`config.mk`:
```
export PLATFORM = sky130hd
export DESIGN_NAME = id_stage
export DESIGN_NICKNAME = d
export VERILOG_FILES = /design/src/hw/id_pkg.sv /design/src/hw/id_ctrl_if.sv /design/src/hw/id_stage.sv /design/src/hw/id_ex_pipe.sv /design/src/hw/pc_harden_ctrl.sv /design/src/hw/operand_path.sv /design/src/hw/rv_decoder.sv
export SDC_FILE = /design/constraint.sdc
export NUM_CORES = 1
export LEC_CHECK = 0
export ABC_AREA = 1
export BUFFER_PORTS_ARGS = -buffer_cell sky130_fd_sc_hd__buf_2
export CAP_MARGIN = 10
export CELL_PAD_IN_SITES_DETAIL_PLACEMENT = 1
export CELL_PAD_IN_SITES_GLOBAL_PLACEMENT = 1
export CORE_MARGIN = 5
export CORE_UTILIZATION = 33
export DETAILED_ROUTE_END_ITERATION = 10
export HOLD_SLACK_MARGIN = 0.02
export PLACE_DENSITY = 0.87
export SKIP_CTS_REPAIR_TIMING = 1
export SYNTH_ARGS = -nofsm -noshare
export SYNTH_HDL_FRONTEND = slang
export SYNTH_HIERARCHICAL = 1
export SYNTH_SLANG_ARGS = --single-unit
```
`constraint.sdc`:
```
create_clock -name clk -period 3.1 [get_ports clk]
set_input_delay 0.465 -clock clk [delete_from_list [all_inputs] [get_ports clk]]
set_output_delay 0.465 -clock clk [all_outputs]
set_load 0.03 [all_outputs]
```
`src/hw/id_pkg.sv`:
```
// Shared definitions for the RV32I decode stage
// Field positions, widths, opcode and select encodings, hardening constants
package id_pkg;

  // Datapath and register file widths
  localparam int unsigned XLEN      = 32;
  localparam int unsigned RF_ADDR_W = 5;

  typedef logic [RF_ADDR_W-1:0] rf_addr_t;

  // Register index positions inside the instruction word
  localparam int unsigned RS1_MSB = 19;
  localparam int unsigned RS1_LSB = 15;
  localparam int unsigned RS2_MSB = 24;
  localparam int unsigned RS2_LSB = 20;
  localparam int unsigned RD_MSB  = 11;
  localparam int unsigned RD_LSB  = 7;

  localparam int unsigned OPCODE_W = 7;

  // Link increment, no compressed instructions
  localparam logic [XLEN-1:0] PC_INCR = 32'd4;

  // Hardened jumps and branches run as two operations
  localparam int unsigned JMP_BCH_CYCLES = 2;
  localparam int unsigned MULTI_OP_CNT_W = 1;

  // Major opcodes of the supported groups
  typedef enum logic [OPCODE_W-1:0] {
    OPC_OP     = 7'b0110011,
    OPC_OPIMM  = 7'b0010011,
    OPC_LUI    = 7'b0110111,
    OPC_AUIPC  = 7'b0010111,
    OPC_JAL    = 7'b1101111,
    OPC_JALR   = 7'b1100111,
    OPC_BRANCH = 7'b1100011
  } opcode_e;

  // Arithmetic, logic, shift and branch compare operations
  typedef enum logic [3:0] {
    ADD, SUB, XOR, OR,
    AND, SLL, SRL, SRA,
    SLT, SLTU, EQ, NE,
    LT, GE, LTU, GEU
  } alu_op_e;

  // Operand select encodings
  typedef enum logic [1:0] {OPA_REG, OPA_PC, OPA_ZERO, OPA_NONE} op_a_sel_e;
  typedef enum logic [1:0] {OPB_REG, OPB_IMM, OPB_PCINCR, OPB_NONE} op_b_sel_e;
  typedef enum logic [1:0] {OPC_SEL_REG, OPC_SEL_BCH, OPC_SEL_NONE} op_c_sel_e;
  typedef enum logic [1:0] {IMM_I, IMM_U} imm_sel_e;

  // Forwarding source, driven by the controller
  typedef enum logic [1:0] {FW_RF, FW_EX, FW_WB} fw_sel_e;

endpackage
```
`src/hw/id_ctrl_if.sv`:
```
// Decoded control bundle between the decoder and the rest of the decode stage
`timescale 1ns/1ps

interface id_ctrl_if import id_pkg::*; ();

  // ALU enable and operation
  logic      alu_en;
  alu_op_e   alu_op;

  // Control flow flags
  logic      alu_bch;
  logic      alu_jmp;
  logic      alu_jmpr;

  // Operand and immediate selects
  op_a_sel_e op_a_sel;
  op_b_sel_e op_b_sel;
  op_c_sel_e op_c_sel;
  imm_sel_e  imm_sel;

  logic      rf_we;
  logic      illegal;

  // Decoder side
  modport dec (
    output alu_en, alu_op, alu_bch, alu_jmp, alu_jmpr,
    output op_a_sel, op_b_sel, op_c_sel, imm_sel, rf_we, illegal
  );

  // Consumers in the stage
  modport user (
    input alu_en, alu_op, alu_bch, alu_jmp, alu_jmpr,
    input op_a_sel, op_b_sel, op_c_sel, imm_sel, rf_we, illegal
  );

endinterface

```
`src/hw/id_stage.sv`:
```
// Decode stage top level
// Decoder, operand path, hardening control and ID/EX register
`timescale 1ns/1ps

module id_stage import id_pkg::*; (
  input  logic            clk,
  input  logic            rst_n,
  input  logic [XLEN-1:0] instr_i,
  input  logic [XLEN-1:0] pc_i,
  input  logic            instr_valid_i,
  input  logic            kill_i,
  input  logic            halt_i,
  input  logic            ex_ready_i,
  input  logic            pc_hardening_i,
  input  fw_sel_e         fw_a_sel_i,
  input  fw_sel_e         fw_b_sel_i,
  input  logic [XLEN-1:0] rf_rdata_a_i,
  input  logic [XLEN-1:0] rf_rdata_b_i,
  input  logic [XLEN-1:0] rf_wdata_ex_i,
  input  logic [XLEN-1:0] rf_wdata_wb_i,
  output rf_addr_t        rf_raddr_a_o,
  output rf_addr_t        rf_raddr_b_o,
  output logic [XLEN-1:0] jmp_target_o,
  output logic            id_ready_o,
  output logic            ex_valid_o,
  output logic            ex_alu_en_o,
  output logic            ex_alu_bch_o,
  output logic            ex_alu_jmp_o,
  output logic            ex_rf_we_o,
  output logic            ex_illegal_o,
  output logic            ex_last_op_o,
  output alu_op_e         ex_alu_op_o,
  output logic [XLEN-1:0] ex_operand_a_o,
  output logic [XLEN-1:0] ex_operand_b_o,
  output logic [XLEN-1:0] ex_operand_c_o,
  output rf_addr_t        ex_rf_waddr_o
);

  logic            id_valid;
  logic            last_op;
  logic [XLEN-1:0] operand_a;
  logic [XLEN-1:0] operand_b;
  logic [XLEN-1:0] operand_c;
  rf_addr_t        rf_waddr;

  // Decoded control shared inside the stage
  id_ctrl_if ctrl_if ();

  rv_decoder i_rv_decoder (
    .instr_i (instr_i),
    .ctrl    (ctrl_if.dec)
  );

  ////////////////////////////////////////////////////////////////////////////
  // Operands and targets, combinational in ID
  ////////////////////////////////////////////////////////////////////////////

  operand_path i_operand_path (
    .instr_i       (instr_i),
    .pc_i          (pc_i),
    .rf_rdata_a_i  (rf_rdata_a_i),
    .rf_rdata_b_i  (rf_rdata_b_i),
    .rf_wdata_ex_i (rf_wdata_ex_i),
    .rf_wdata_wb_i (rf_wdata_wb_i),
    .fw_a_sel_i    (fw_a_sel_i),
    .fw_b_sel_i    (fw_b_sel_i),
    .ctrl          (ctrl_if.user),
    .rf_raddr_a_o  (rf_raddr_a_o),
    .rf_raddr_b_o  (rf_raddr_b_o),
    .rf_waddr_o    (rf_waddr),
    .operand_a_o   (operand_a),
    .operand_b_o   (operand_b),
    .operand_c_o   (operand_c),
    .jmp_target_o  (jmp_target_o)
  );

  // Stage handshake and multi-operation count
  pc_harden_ctrl i_pc_harden_ctrl (
    .clk            (clk),
    .rst_n          (rst_n),
    .instr_valid_i  (instr_valid_i),
    .kill_i         (kill_i),
    .halt_i         (halt_i),
    .ex_ready_i     (ex_ready_i),
    .pc_hardening_i (pc_hardening_i),
    .ctrl           (ctrl_if.user),
    .id_valid_o     (id_valid),
    .id_ready_o     (id_ready_o),
    .last_op_o      (last_op)
  );

  ////////////////////////////////////////////////////////////////////////////
  // ID/EX register
  ////////////////////////////////////////////////////////////////////////////

  id_ex_pipe i_id_ex_pipe (
    .clk            (clk),
    .rst_n          (rst_n),
    .id_valid_i     (id_valid),
    .ex_ready_i     (ex_ready_i),
    .last_op_i      (last_op),
    .ctrl           (ctrl_if.user),
    .operand_a_i    (operand_a),
    .operand_b_i    (operand_b),
    .operand_c_i    (operand_c),
    .rf_waddr_i     (rf_waddr),
    .ex_valid_o     (ex_valid_o),
    .ex_alu_en_o    (ex_alu_en_o),
    .ex_alu_bch_o   (ex_alu_bch_o),
    .ex_alu_jmp_o   (ex_alu_jmp_o),
    .ex_rf_we_o     (ex_rf_we_o),
    .ex_illegal_o   (ex_illegal_o),
    .ex_last_op_o   (ex_last_op_o),
    .ex_alu_op_o    (ex_alu_op_o),
    .ex_operand_a_o (ex_operand_a_o),
    .ex_operand_b_o (ex_operand_b_o),
    .ex_operand_c_o (ex_operand_c_o),
    .ex_rf_waddr_o  (ex_rf_waddr_o)
  );

endmodule

```
`src/hw/id_ex_pipe.sv`:
```
// ID/EX pipeline register
// Enables captured on every transfer, payload only where used
`timescale 1ns/1ps

module id_ex_pipe import id_pkg::*; (
  input  logic            clk,
  input  logic            rst_n,
  input  logic            id_valid_i,
  input  logic            ex_ready_i,
  input  logic            last_op_i,
  id_ctrl_if.user         ctrl,
  input  logic [XLEN-1:0] operand_a_i,
  input  logic [XLEN-1:0] operand_b_i,
  input  logic [XLEN-1:0] operand_c_i,
  input  rf_addr_t        rf_waddr_i,
  output logic            ex_valid_o,
  output logic            ex_alu_en_o,
  output logic            ex_alu_bch_o,
  output logic            ex_alu_jmp_o,
  output logic            ex_rf_we_o,
  output logic            ex_illegal_o,
  output logic            ex_last_op_o,
  output alu_op_e         ex_alu_op_o,
  output logic [XLEN-1:0] ex_operand_a_o,
  output logic [XLEN-1:0] ex_operand_b_o,
  output logic [XLEN-1:0] ex_operand_c_o,
  output rf_addr_t        ex_rf_waddr_o
);

  logic transfer;

  assign transfer = id_valid_i && ex_ready_i;

  ////////////////////////////////////////////////////////////////////////////
  // Pipeline register
  ////////////////////////////////////////////////////////////////////////////

  always_ff @(posedge clk or negedge rst_n) begin
    if (!rst_n) begin
      ex_valid_o     <= 1'b0;
      ex_alu_en_o    <= 1'b0;
      ex_alu_bch_o   <= 1'b0;
      ex_alu_jmp_o   <= 1'b0;
      ex_rf_we_o     <= 1'b0;
      ex_illegal_o   <= 1'b0;
      ex_last_op_o   <= 1'b0;
      ex_alu_op_o    <= SLTU;
      ex_operand_a_o <= '0;
      ex_operand_b_o <= '0;
      ex_operand_c_o <= '0;
      ex_rf_waddr_o  <= '0;
    end else if (transfer) begin
      // Enables and status, always
      ex_valid_o   <= 1'b1;
      ex_last_op_o <= last_op_i;
      ex_alu_en_o  <= ctrl.alu_en;
      ex_rf_we_o   <= ctrl.rf_we;
      ex_illegal_o <= ctrl.illegal;

      // Unused operands keep their old value
      if (ctrl.op_a_sel != OPA_NONE) begin
        ex_operand_a_o <= operand_a_i;
      end
      if (ctrl.op_b_sel != OPB_NONE) begin
        ex_operand_b_o <= operand_b_i;
      end
      if (ctrl.op_c_sel != OPC_SEL_NONE) begin
        ex_operand_c_o <= operand_c_i;
      end

      // ALU payload only for ALU instructions
      if (ctrl.alu_en) begin
        ex_alu_op_o  <= ctrl.alu_op;
        ex_alu_bch_o <= ctrl.alu_bch;
        ex_alu_jmp_o <= ctrl.alu_jmp;
      end

      if (ctrl.rf_we) begin
        ex_rf_waddr_o <= rf_waddr_i;
      end
    end else if (ex_ready_i) begin
      // EX consumed its instruction, nothing new
      ex_valid_o <= 1'b0;
    end
  end

endmodule

```
`src/hw/pc_harden_ctrl.sv`:
```
// Operation counter for hardened jumps and branches
// Stage ready/valid generation with kill and halt
`timescale 1ns/1ps

module pc_harden_ctrl import id_pkg::*; (
  input  logic    clk,
  input  logic    rst_n,
  input  logic    instr_valid_i,
  input  logic    kill_i,
  input  logic    halt_i,
  input  logic    ex_ready_i,
  input  logic    pc_hardening_i,
  id_ctrl_if.user ctrl,
  output logic    id_valid_o,
  output logic    id_ready_o,
  output logic    last_op_o
);

  logic                      jmp_bch_insn;
  logic                      multi_op_stall;
  logic [MULTI_OP_CNT_W-1:0] multi_op_cnt;

  // Jumps and branches that reach the ALU
  assign jmp_bch_insn = ctrl.alu_en && (ctrl.alu_jmp || ctrl.alu_bch);

  // Single operation unless hardening splits the instruction
  assign last_op_o = (jmp_bch_insn && pc_hardening_i) ?
                     (multi_op_cnt == MULTI_OP_CNT_W'(JMP_BCH_CYCLES - 1)) : 1'b1;

  // Hold the instruction in ID until its last operation
  assign multi_op_stall = instr_valid_i && !last_op_o;

  // Kill flushes ID, halt freezes it
  assign id_ready_o = kill_i || (!multi_op_stall && ex_ready_i && !halt_i);

  // Valid stays up during the stall so EX sees each operation
  assign id_valid_o = instr_valid_i && !kill_i && !halt_i;

  always_ff @(posedge clk or negedge rst_n) begin
    if (!rst_n) begin
      multi_op_cnt <= '0;
    end else if (kill_i) begin
      multi_op_cnt <= '0;
    end else if (id_valid_o && ex_ready_i) begin
      // Wrap after the last operation
      multi_op_cnt <= last_op_o ? '0 : multi_op_cnt + 1'b1;
    end
  end

  a_cnt_range: assert property (@(posedge clk) disable iff (!rst_n)
    multi_op_cnt <= MULTI_OP_CNT_W'(JMP_BCH_CYCLES - 1));

  // A new instruction is only accepted once the current one is finished
  a_ready_on_last: assert property (@(posedge clk) disable iff (!rst_n)
    (instr_valid_i && !kill_i && id_ready_o) |-> last_op_o);

endmodule

```
`src/hw/operand_path.sv`:
```
// Immediate extraction, forwarding muxes, operand A/B/C selection
// Branch and jump target adders
`timescale 1ns/1ps

module operand_path import id_pkg::*; (
  input  logic [XLEN-1:0] instr_i,
  input  logic [XLEN-1:0] pc_i,
  input  logic [XLEN-1:0] rf_rdata_a_i,
  input  logic [XLEN-1:0] rf_rdata_b_i,
  input  logic [XLEN-1:0] rf_wdata_ex_i,
  input  logic [XLEN-1:0] rf_wdata_wb_i,
  input  fw_sel_e         fw_a_sel_i,
  input  fw_sel_e         fw_b_sel_i,
  id_ctrl_if.user         ctrl,
  output rf_addr_t        rf_raddr_a_o,
  output rf_addr_t        rf_raddr_b_o,
  output rf_addr_t        rf_waddr_o,
  output logic [XLEN-1:0] operand_a_o,
  output logic [XLEN-1:0] operand_b_o,
  output logic [XLEN-1:0] operand_c_o,
  output logic [XLEN-1:0] jmp_target_o
);

  logic [XLEN-1:0] imm_i;
  logic [XLEN-1:0] imm_u;
  logic [XLEN-1:0] imm_b;
  logic [XLEN-1:0] imm_j;
  logic [XLEN-1:0] imm;
  logic [XLEN-1:0] operand_a_fw;
  logic [XLEN-1:0] operand_b_fw;
  logic [XLEN-1:0] bch_target;
  logic [XLEN-1:0] jalr_sum;

  // Newest value wins, register file last
  function automatic logic [XLEN-1:0] fw_mux(
    input fw_sel_e         sel,
    input logic [XLEN-1:0] rf,
    input logic [XLEN-1:0] ex,
    input logic [XLEN-1:0] wb
  );
    case (sel)
      FW_EX:   fw_mux = ex;
      FW_WB:   fw_mux = wb;
      default: fw_mux = rf;
    endcase
  endfunction

  // Register addresses straight from the instruction word
  assign rf_raddr_a_o = instr_i[RS1_MSB:RS1_LSB];
  assign rf_raddr_b_o = instr_i[RS2_MSB:RS2_LSB];
  assign rf_waddr_o   = instr_i[RD_MSB:RD_LSB];

  ////////////////////////////////////////////////////////////////////////////
  // Immediates
  ////////////////////////////////////////////////////////////////////////////

  assign imm_i = {{20{instr_i[31]}}, instr_i[31:20]};
  assign imm_u = {instr_i[31:12], 12'b0};
  assign imm_b = {{19{instr_i[31]}}, instr_i[31], instr_i[7], instr_i[30:25],
                  instr_i[11:8], 1'b0};
  assign imm_j = {{11{instr_i[31]}}, instr_i[31], instr_i[19:12], instr_i[20],
                  instr_i[30:21], 1'b0};

  // B and J immediates only feed the target adders
  assign imm = (ctrl.imm_sel == IMM_U) ? imm_u : imm_i;

  ////////////////////////////////////////////////////////////////////////////
  // Forwarding and operand muxes
  ////////////////////////////////////////////////////////////////////////////

  assign operand_a_fw = fw_mux(fw_a_sel_i, rf_rdata_a_i, rf_wdata_ex_i, rf_wdata_wb_i);
  assign operand_b_fw = fw_mux(fw_b_sel_i, rf_rdata_b_i, rf_wdata_ex_i, rf_wdata_wb_i);

  always_comb begin
    case (ctrl.op_a_sel)
      OPA_PC:   operand_a_o = pc_i;
      OPA_ZERO: operand_a_o = '0;
      default:  operand_a_o = operand_a_fw;
    endcase
  end

  always_comb begin
    case (ctrl.op_b_sel)
      OPB_IMM:    operand_b_o = imm;
      OPB_PCINCR: operand_b_o = PC_INCR;
      default:    operand_b_o = operand_b_fw;
    endcase
  end

  // Operand C holds rs2 or the branch target
  assign operand_c_o = (ctrl.op_c_sel == OPC_SEL_BCH) ? bch_target : operand_b_fw;

  ////////////////////////////////////////////////////////////////////////////
  // Targets
  ////////////////////////////////////////////////////////////////////////////

  assign bch_target = pc_i + imm_b;
  assign jalr_sum   = operand_a_fw + imm_i;

  // JALR clears bit 0 of rs1 + imm
  assign jmp_target_o = ctrl.alu_jmpr ? {jalr_sum[XLEN-1:1], 1'b0} : pc_i + imm_j;

endmodule

```
`src/hw/rv_decoder.sv`:
```
// RV32I opcode and funct decoder for OP, OP-IMM, LUI, AUIPC, JAL, JALR, BRANCH
`timescale 1ns/1ps

module rv_decoder import id_pkg::*; (
  input  logic [XLEN-1:0] instr_i,
  id_ctrl_if.dec          ctrl
);

  logic [OPCODE_W-1:0] opcode;
  logic [2:0]          funct3;
  logic [6:0]          funct7;
  logic                funct7_ok;
  logic                illegal;

  // Shared by register and immediate arithmetic
  function automatic alu_op_e arith_op(input logic [2:0] f3, input logic alt);
    case (f3)
      3'b000:  arith_op = alt ? SUB : ADD;
      3'b001:  arith_op = SLL;
      3'b010:  arith_op = SLT;
      3'b011:  arith_op = SLTU;
      3'b100:  arith_op = XOR;
      3'b101:  arith_op = alt ? SRA : SRL;
      3'b110:  arith_op = OR;
      default: arith_op = AND;
    endcase
  endfunction

  assign opcode = instr_i[OPCODE_W-1:0];
  assign funct3 = instr_i[14:12];
  assign funct7 = instr_i[31:25];

  // Base or alternate (SUB/SRA) encoding only
  assign funct7_ok = (funct7 == 7'b0000000) || (funct7 == 7'b0100000);

  always_comb begin
    // Defaults fit an immediate ALU op writing rd
    illegal       = 1'b0;
    ctrl.alu_en   = 1'b1;
    ctrl.alu_op   = ADD;
    ctrl.alu_bch  = 1'b0;
    ctrl.alu_jmp  = 1'b0;
    ctrl.alu_jmpr = 1'b0;
    ctrl.op_a_sel = OPA_REG;
    ctrl.op_b_sel = OPB_IMM;
    ctrl.op_c_sel = OPC_SEL_NONE;
    ctrl.imm_sel  = IMM_I;
    ctrl.rf_we    = 1'b1;

    case (opcode)
      OPC_OP: begin
        ctrl.op_b_sel = OPB_REG;
        ctrl.op_c_sel = OPC_SEL_REG;
        ctrl.alu_op   = arith_op(funct3, funct7[5]);
        illegal       = !funct7_ok;
      end
      OPC_OPIMM: begin
        // Only the shift immediates carry a funct7 field
        ctrl.alu_op = arith_op(funct3, funct7[5] && (funct3 == 3'b101));
        if ((funct3 == 3'b001) || (funct3 == 3'b101)) begin
          illegal = !funct7_ok;
        end
      end
      OPC_LUI: begin
        ctrl.op_a_sel = OPA_ZERO;
        ctrl.imm_sel  = IMM_U;
      end
      OPC_AUIPC: begin
        ctrl.op_a_sel = OPA_PC;
        ctrl.imm_sel  = IMM_U;
      end
      OPC_JAL, OPC_JALR: begin
        // ALU computes the link address pc + 4
        ctrl.alu_jmp  = 1'b1;
        ctrl.alu_jmpr = (opcode == OPC_JALR);
        ctrl.op_a_sel = OPA_PC;
        ctrl.op_b_sel = OPB_PCINCR;
      end
      OPC_BRANCH: begin
        // Compare in the ALU, target travels on operand C
        ctrl.alu_bch  = 1'b1;
        ctrl.op_b_sel = OPB_REG;
        ctrl.op_c_sel = OPC_SEL_BCH;
        ctrl.rf_we    = 1'b0;
        case (funct3)
          3'b000:  ctrl.alu_op = EQ;
          3'b001:  ctrl.alu_op = NE;
          3'b100:  ctrl.alu_op = LT;
          3'b101:  ctrl.alu_op = GE;
          3'b110:  ctrl.alu_op = LTU;
          3'b111:  ctrl.alu_op = GEU;
          default: illegal = 1'b1;
        endcase
      end
      default: illegal = 1'b1;
    endcase

    // Illegal word leaves EX and the register file untouched
    if (illegal) begin
      ctrl.alu_en   = 1'b0;
      ctrl.alu_bch  = 1'b0;
      ctrl.alu_jmp  = 1'b0;
      ctrl.alu_jmpr = 1'b0;
      ctrl.rf_we    = 1'b0;
      ctrl.op_a_sel = OPA_NONE;
      ctrl.op_b_sel = OPB_NONE;
      ctrl.op_c_sel = OPC_SEL_NONE;
    end
    ctrl.illegal = illegal;
  end

  // An illegal instruction never reaches the ALU or the register file
  a_illegal_no_write: assert final (!ctrl.illegal || (!ctrl.rf_we && !ctrl.alu_en));

endmodule

```
==> out/metrics.yaml <==
hold_path:
  holdCritPathClass: "input pin to async pin"
timing:
  finalHoldViolations: 0
  tightestPinTransition_ps: 1010
  fmax_mhz: 266
  rsz0062_at_grt: "true"
  fin_skew_ps: 0.0917
  whs_ps: 17.0
  fin_ws_ps: -662
  slew_headroom: 0.316
  setup_viol: 30
  min_period_ps: 3760
  min_period_over_period: 1.21
  slew_violations: 0
yosys:
  synth_area_mm2: 0.0128
  syn_avg_cell_area_um2: 6.30
  ys.flop_type: "dfrtp_1"
  synth_edf_count: 0
  ys_seq_area_frac: 0.221
  synthesis.nets: 2320
  synth_warnings: 6
  synth_seq_cells: 113
  postSynthCellCount: 2032
  synth_cell_types: 54
  ys_async_sr_fraction: 1.00
critical_path:
  reg2reg_depth: 4
  crit_slowest_cell: "fa_1"
  cp_max_fo: 5
  critPathKind: "input pin to output port"
  path_delay_family: "buffers and inverters"
  path_buf_inv: 8
  required_ps: 2630
  crit_cells: 20
  crit_path_end_kind: "output port"
  cp.arrival_ps: 3300
  slowest_delay_ps: 430
  cp_cell_sequence: "buf_8 -> inv_4 -> ha_4 -> buf_12 -> buf_12 -> nand2_1 -> nand3_1 -> nand2_1 -> nor2_2 -> inv_1 -> fa_1 -> o21ai_2 -> buf_4 -> nand2_1 -> nand2_2 -> buf_4 -> o21ai_0 -> a21oi_1 -> o21bai_2 -> buf_4"
  worstSetupStartpointType: "input pin"
routing:
  first_pass_iters: 5
  drtIter0Drc: 1773
  drc: 0
  vias: 18500
  vias_per_cell: 5.77
  drt-total-wl_um: 83600
  antenna_left: 0
  wire_per_inst_um: 26.1
cells_and_area:
  final_common_cell: "nand2_1"
  drive_gt1_frac: 0.384
  fillers: 5122
  fin_nets: 2945
  syn2layout_area_growth_pct: 52.7
  fin_cells: 3199
  final_cell_mix: "498 x nand2_1, 336 x buf_4, 327 x buf_2"
place:
  gp_congestion: 1.08
  io_buffers: 357
  post-place-ws_ps: -1090
  dp_cells: 3138
  hpwl_um: 68600
floorplanning:
  dieArea_mm2: 0.0428
  initial_core_util: 0.332
  ios: 358
  rows: 72
  fp.dieW_um: 207
  core-area_mm2: 0.0386
  die_h_um: 207
grt:
  grt_pass1_vias: 18300
  antenna_found_initial: 6
  grt_first_pass_wirelength_um: 116000
  grt_use_total: 0.366
  grt_max_degree: 70
  gr-total-overflow: 0
clock_tree:
  clockBufferDepth: 2
  clk_pin_slew_worst_paths_ps: 70
  clock-sinks: 113
  insertion_delay_ps: 450
  numCtsBuffers: 17
  cts_tree: "done"
  cts_htree_levels: 4
  cts_root_buffer: "clkbuf_16"
pwr:
  fin_total_pwr_uw: 8460
  cellPowerDensity_mw_per_mm2: 432
  ir_drop_mv: 0.441
  p_leak_uw: 0.0101
run_status:
  status: "finished with violations"
  violations: "negative setup slack"
flow_run:
  drv_cap: 0
==> final timing paths <==
check                                              start                             end  slack (ps)
max reg2reg                i_pc_harden_ctrl/multi_op_cnt       i_id_ex_pipe/ex_last_op_o        2120
min reg2reg                  i_id_ex_pipe/ex_alu_op_o[3]     i_id_ex_pipe/ex_alu_op_o[3]         470
max in group asynchronous                          rst_n     i_id_ex_pipe/ex_alu_op_o[0]        2210
min                                                rst_n  i_id_ex_pipe/ex_operand_c_o[3]          20
min in group clk                              ex_ready_i         i_id_ex_pipe/ex_valid_o         300
max                                        fw_a_sel_i[1]                 jmp_target_o[6]        -660
==> logic make-up (layout without fill, tap and decap cells) <==
kind of cell,after synthesis,after routing,share of synthesized area
buffers and inverters,292,930,0.0968
adders and majority gates,85,85,0.0848
muxes,1,1,0.000782
AOI/OAI and AO/OA,495,495,0.231
DFF,113,113,0.221
and+or+nand+nor,1030,1030,0.355
other,1,12,0.000293
xor gates and xnor gates,15,15,0.0103
==> worst register-to-register path, delay by kind of cell, from the launching register on <==
family / cells / cell delay (ps)
simple gates: 3 / 370
buf+inv: 1 / 80
flops: 1 / 420
==> flip-flops by register name, summed over array words and instances, names as in the netlist <==
name                           flops
i_id_ex_pipe/ex_alu_bch_o          1
i_id_ex_pipe/ex_alu_en_o           1
i_id_ex_pipe/ex_alu_jmp_o          1
i_id_ex_pipe/ex_alu_op_o           4
i_id_ex_pipe/ex_illegal_o          1
i_id_ex_pipe/ex_last_op_o          1
i_id_ex_pipe/ex_operand_a_o       32
i_id_ex_pipe/ex_operand_b_o       32
i_id_ex_pipe/ex_operand_c_o       32
i_id_ex_pipe/ex_rf_waddr_o         5
i_id_ex_pipe/ex_rf_we_o            1
i_id_ex_pipe/ex_valid_o            1
i_pc_harden_ctrl/multi_op_cnt      1
==> layout make-up <==
class	instances	area [µm²]	area share
multi-input combinational	1627	9910	0.507
timing repair buffer	707	4790	0.245
sequential	113	2830	0.145
inverter	191	729	0.0373
tap	518	648	0.0331
clock buffer	18	439	0.0225
clock inverter	14	180	0.00922
antenna	11	27.5	0.00141
==> per-stage QoR <==
stage          setup TNS (ps)  utilization  area [µm²]
6_report               -15840        0.507       19600
2_1_floorplan               0            -       13000
4_1_cts                -26890        0.472       18200
3_3_place_gp           -25140        0.456       17600
5_1_grt                -18220        0.507       19500
3_5_place_dp           -27640        0.456       17600
==> report_power, final <==
part	internal [µW]	switching, µW	leakage, µW	total (µW)
clock network	1290	846	0.000298	2140
logic	1750	2880	0.00830	4630
registers	1600	89.7	0.00154	1690
total	4640	3810	0.0101	8460
==> synthesized netlist by cell type, types with 3 or more instances <==
library cell / number / area (µm²)
nand2_1: 553 / 2080
o21ai_0: 228 / 1140
nand4_1: 17 / 106
nand3_1: 269 / 1350
a21boi_0: 6 / 45.0
o21bai_1: 15 / 113
inv_2: 11 / 41.3
o22ai_1: 13 / 81.3
nand2_2: 8 / 50.1
dfrtp_1: 111 / 2780
nand3_2: 3 / 30.0
buf_2: 10 / 50.1
a21o_1: 9 / 67.6
clkbuf_1: 58 / 218
nor4_1: 5 / 31.3
or2_1: 3 / 18.8
buf_4: 27 / 203
nor2_1: 115 / 432
a21oi_1: 118 / 591
o21ai_2: 5 / 43.8
a221o_1: 62 / 621
nor3_1: 19 / 95.1
ha_1: 82 / 1030
nand3b_1: 6 / 45.0
fa_1: 3 / 60.1
a31oi_1: 4 / 25.0
o21ai_1: 22 / 110
nor2_2: 11 / 68.8
inv_1: 178 / 668
buf_6: 4 / 45.0
or2_2: 5 / 31.3
nand2_4: 4 / 45.0
xor2_1: 13 / 114
nor2_4: 4 / 45.0
==> per-layer routing <==
metal	part of all wire	GRT usage	up-vias	routed length [µm]
met1	0.40	0.466	9037	33300
met2	0.45	0.587	963	37900
met3	0.079	0.0648	240	6590
met5	0.000084	0	-	7
li1	-	-	8232	-
met4	0.068	0.208	2	5720
(Power assumes the default switching activity.)
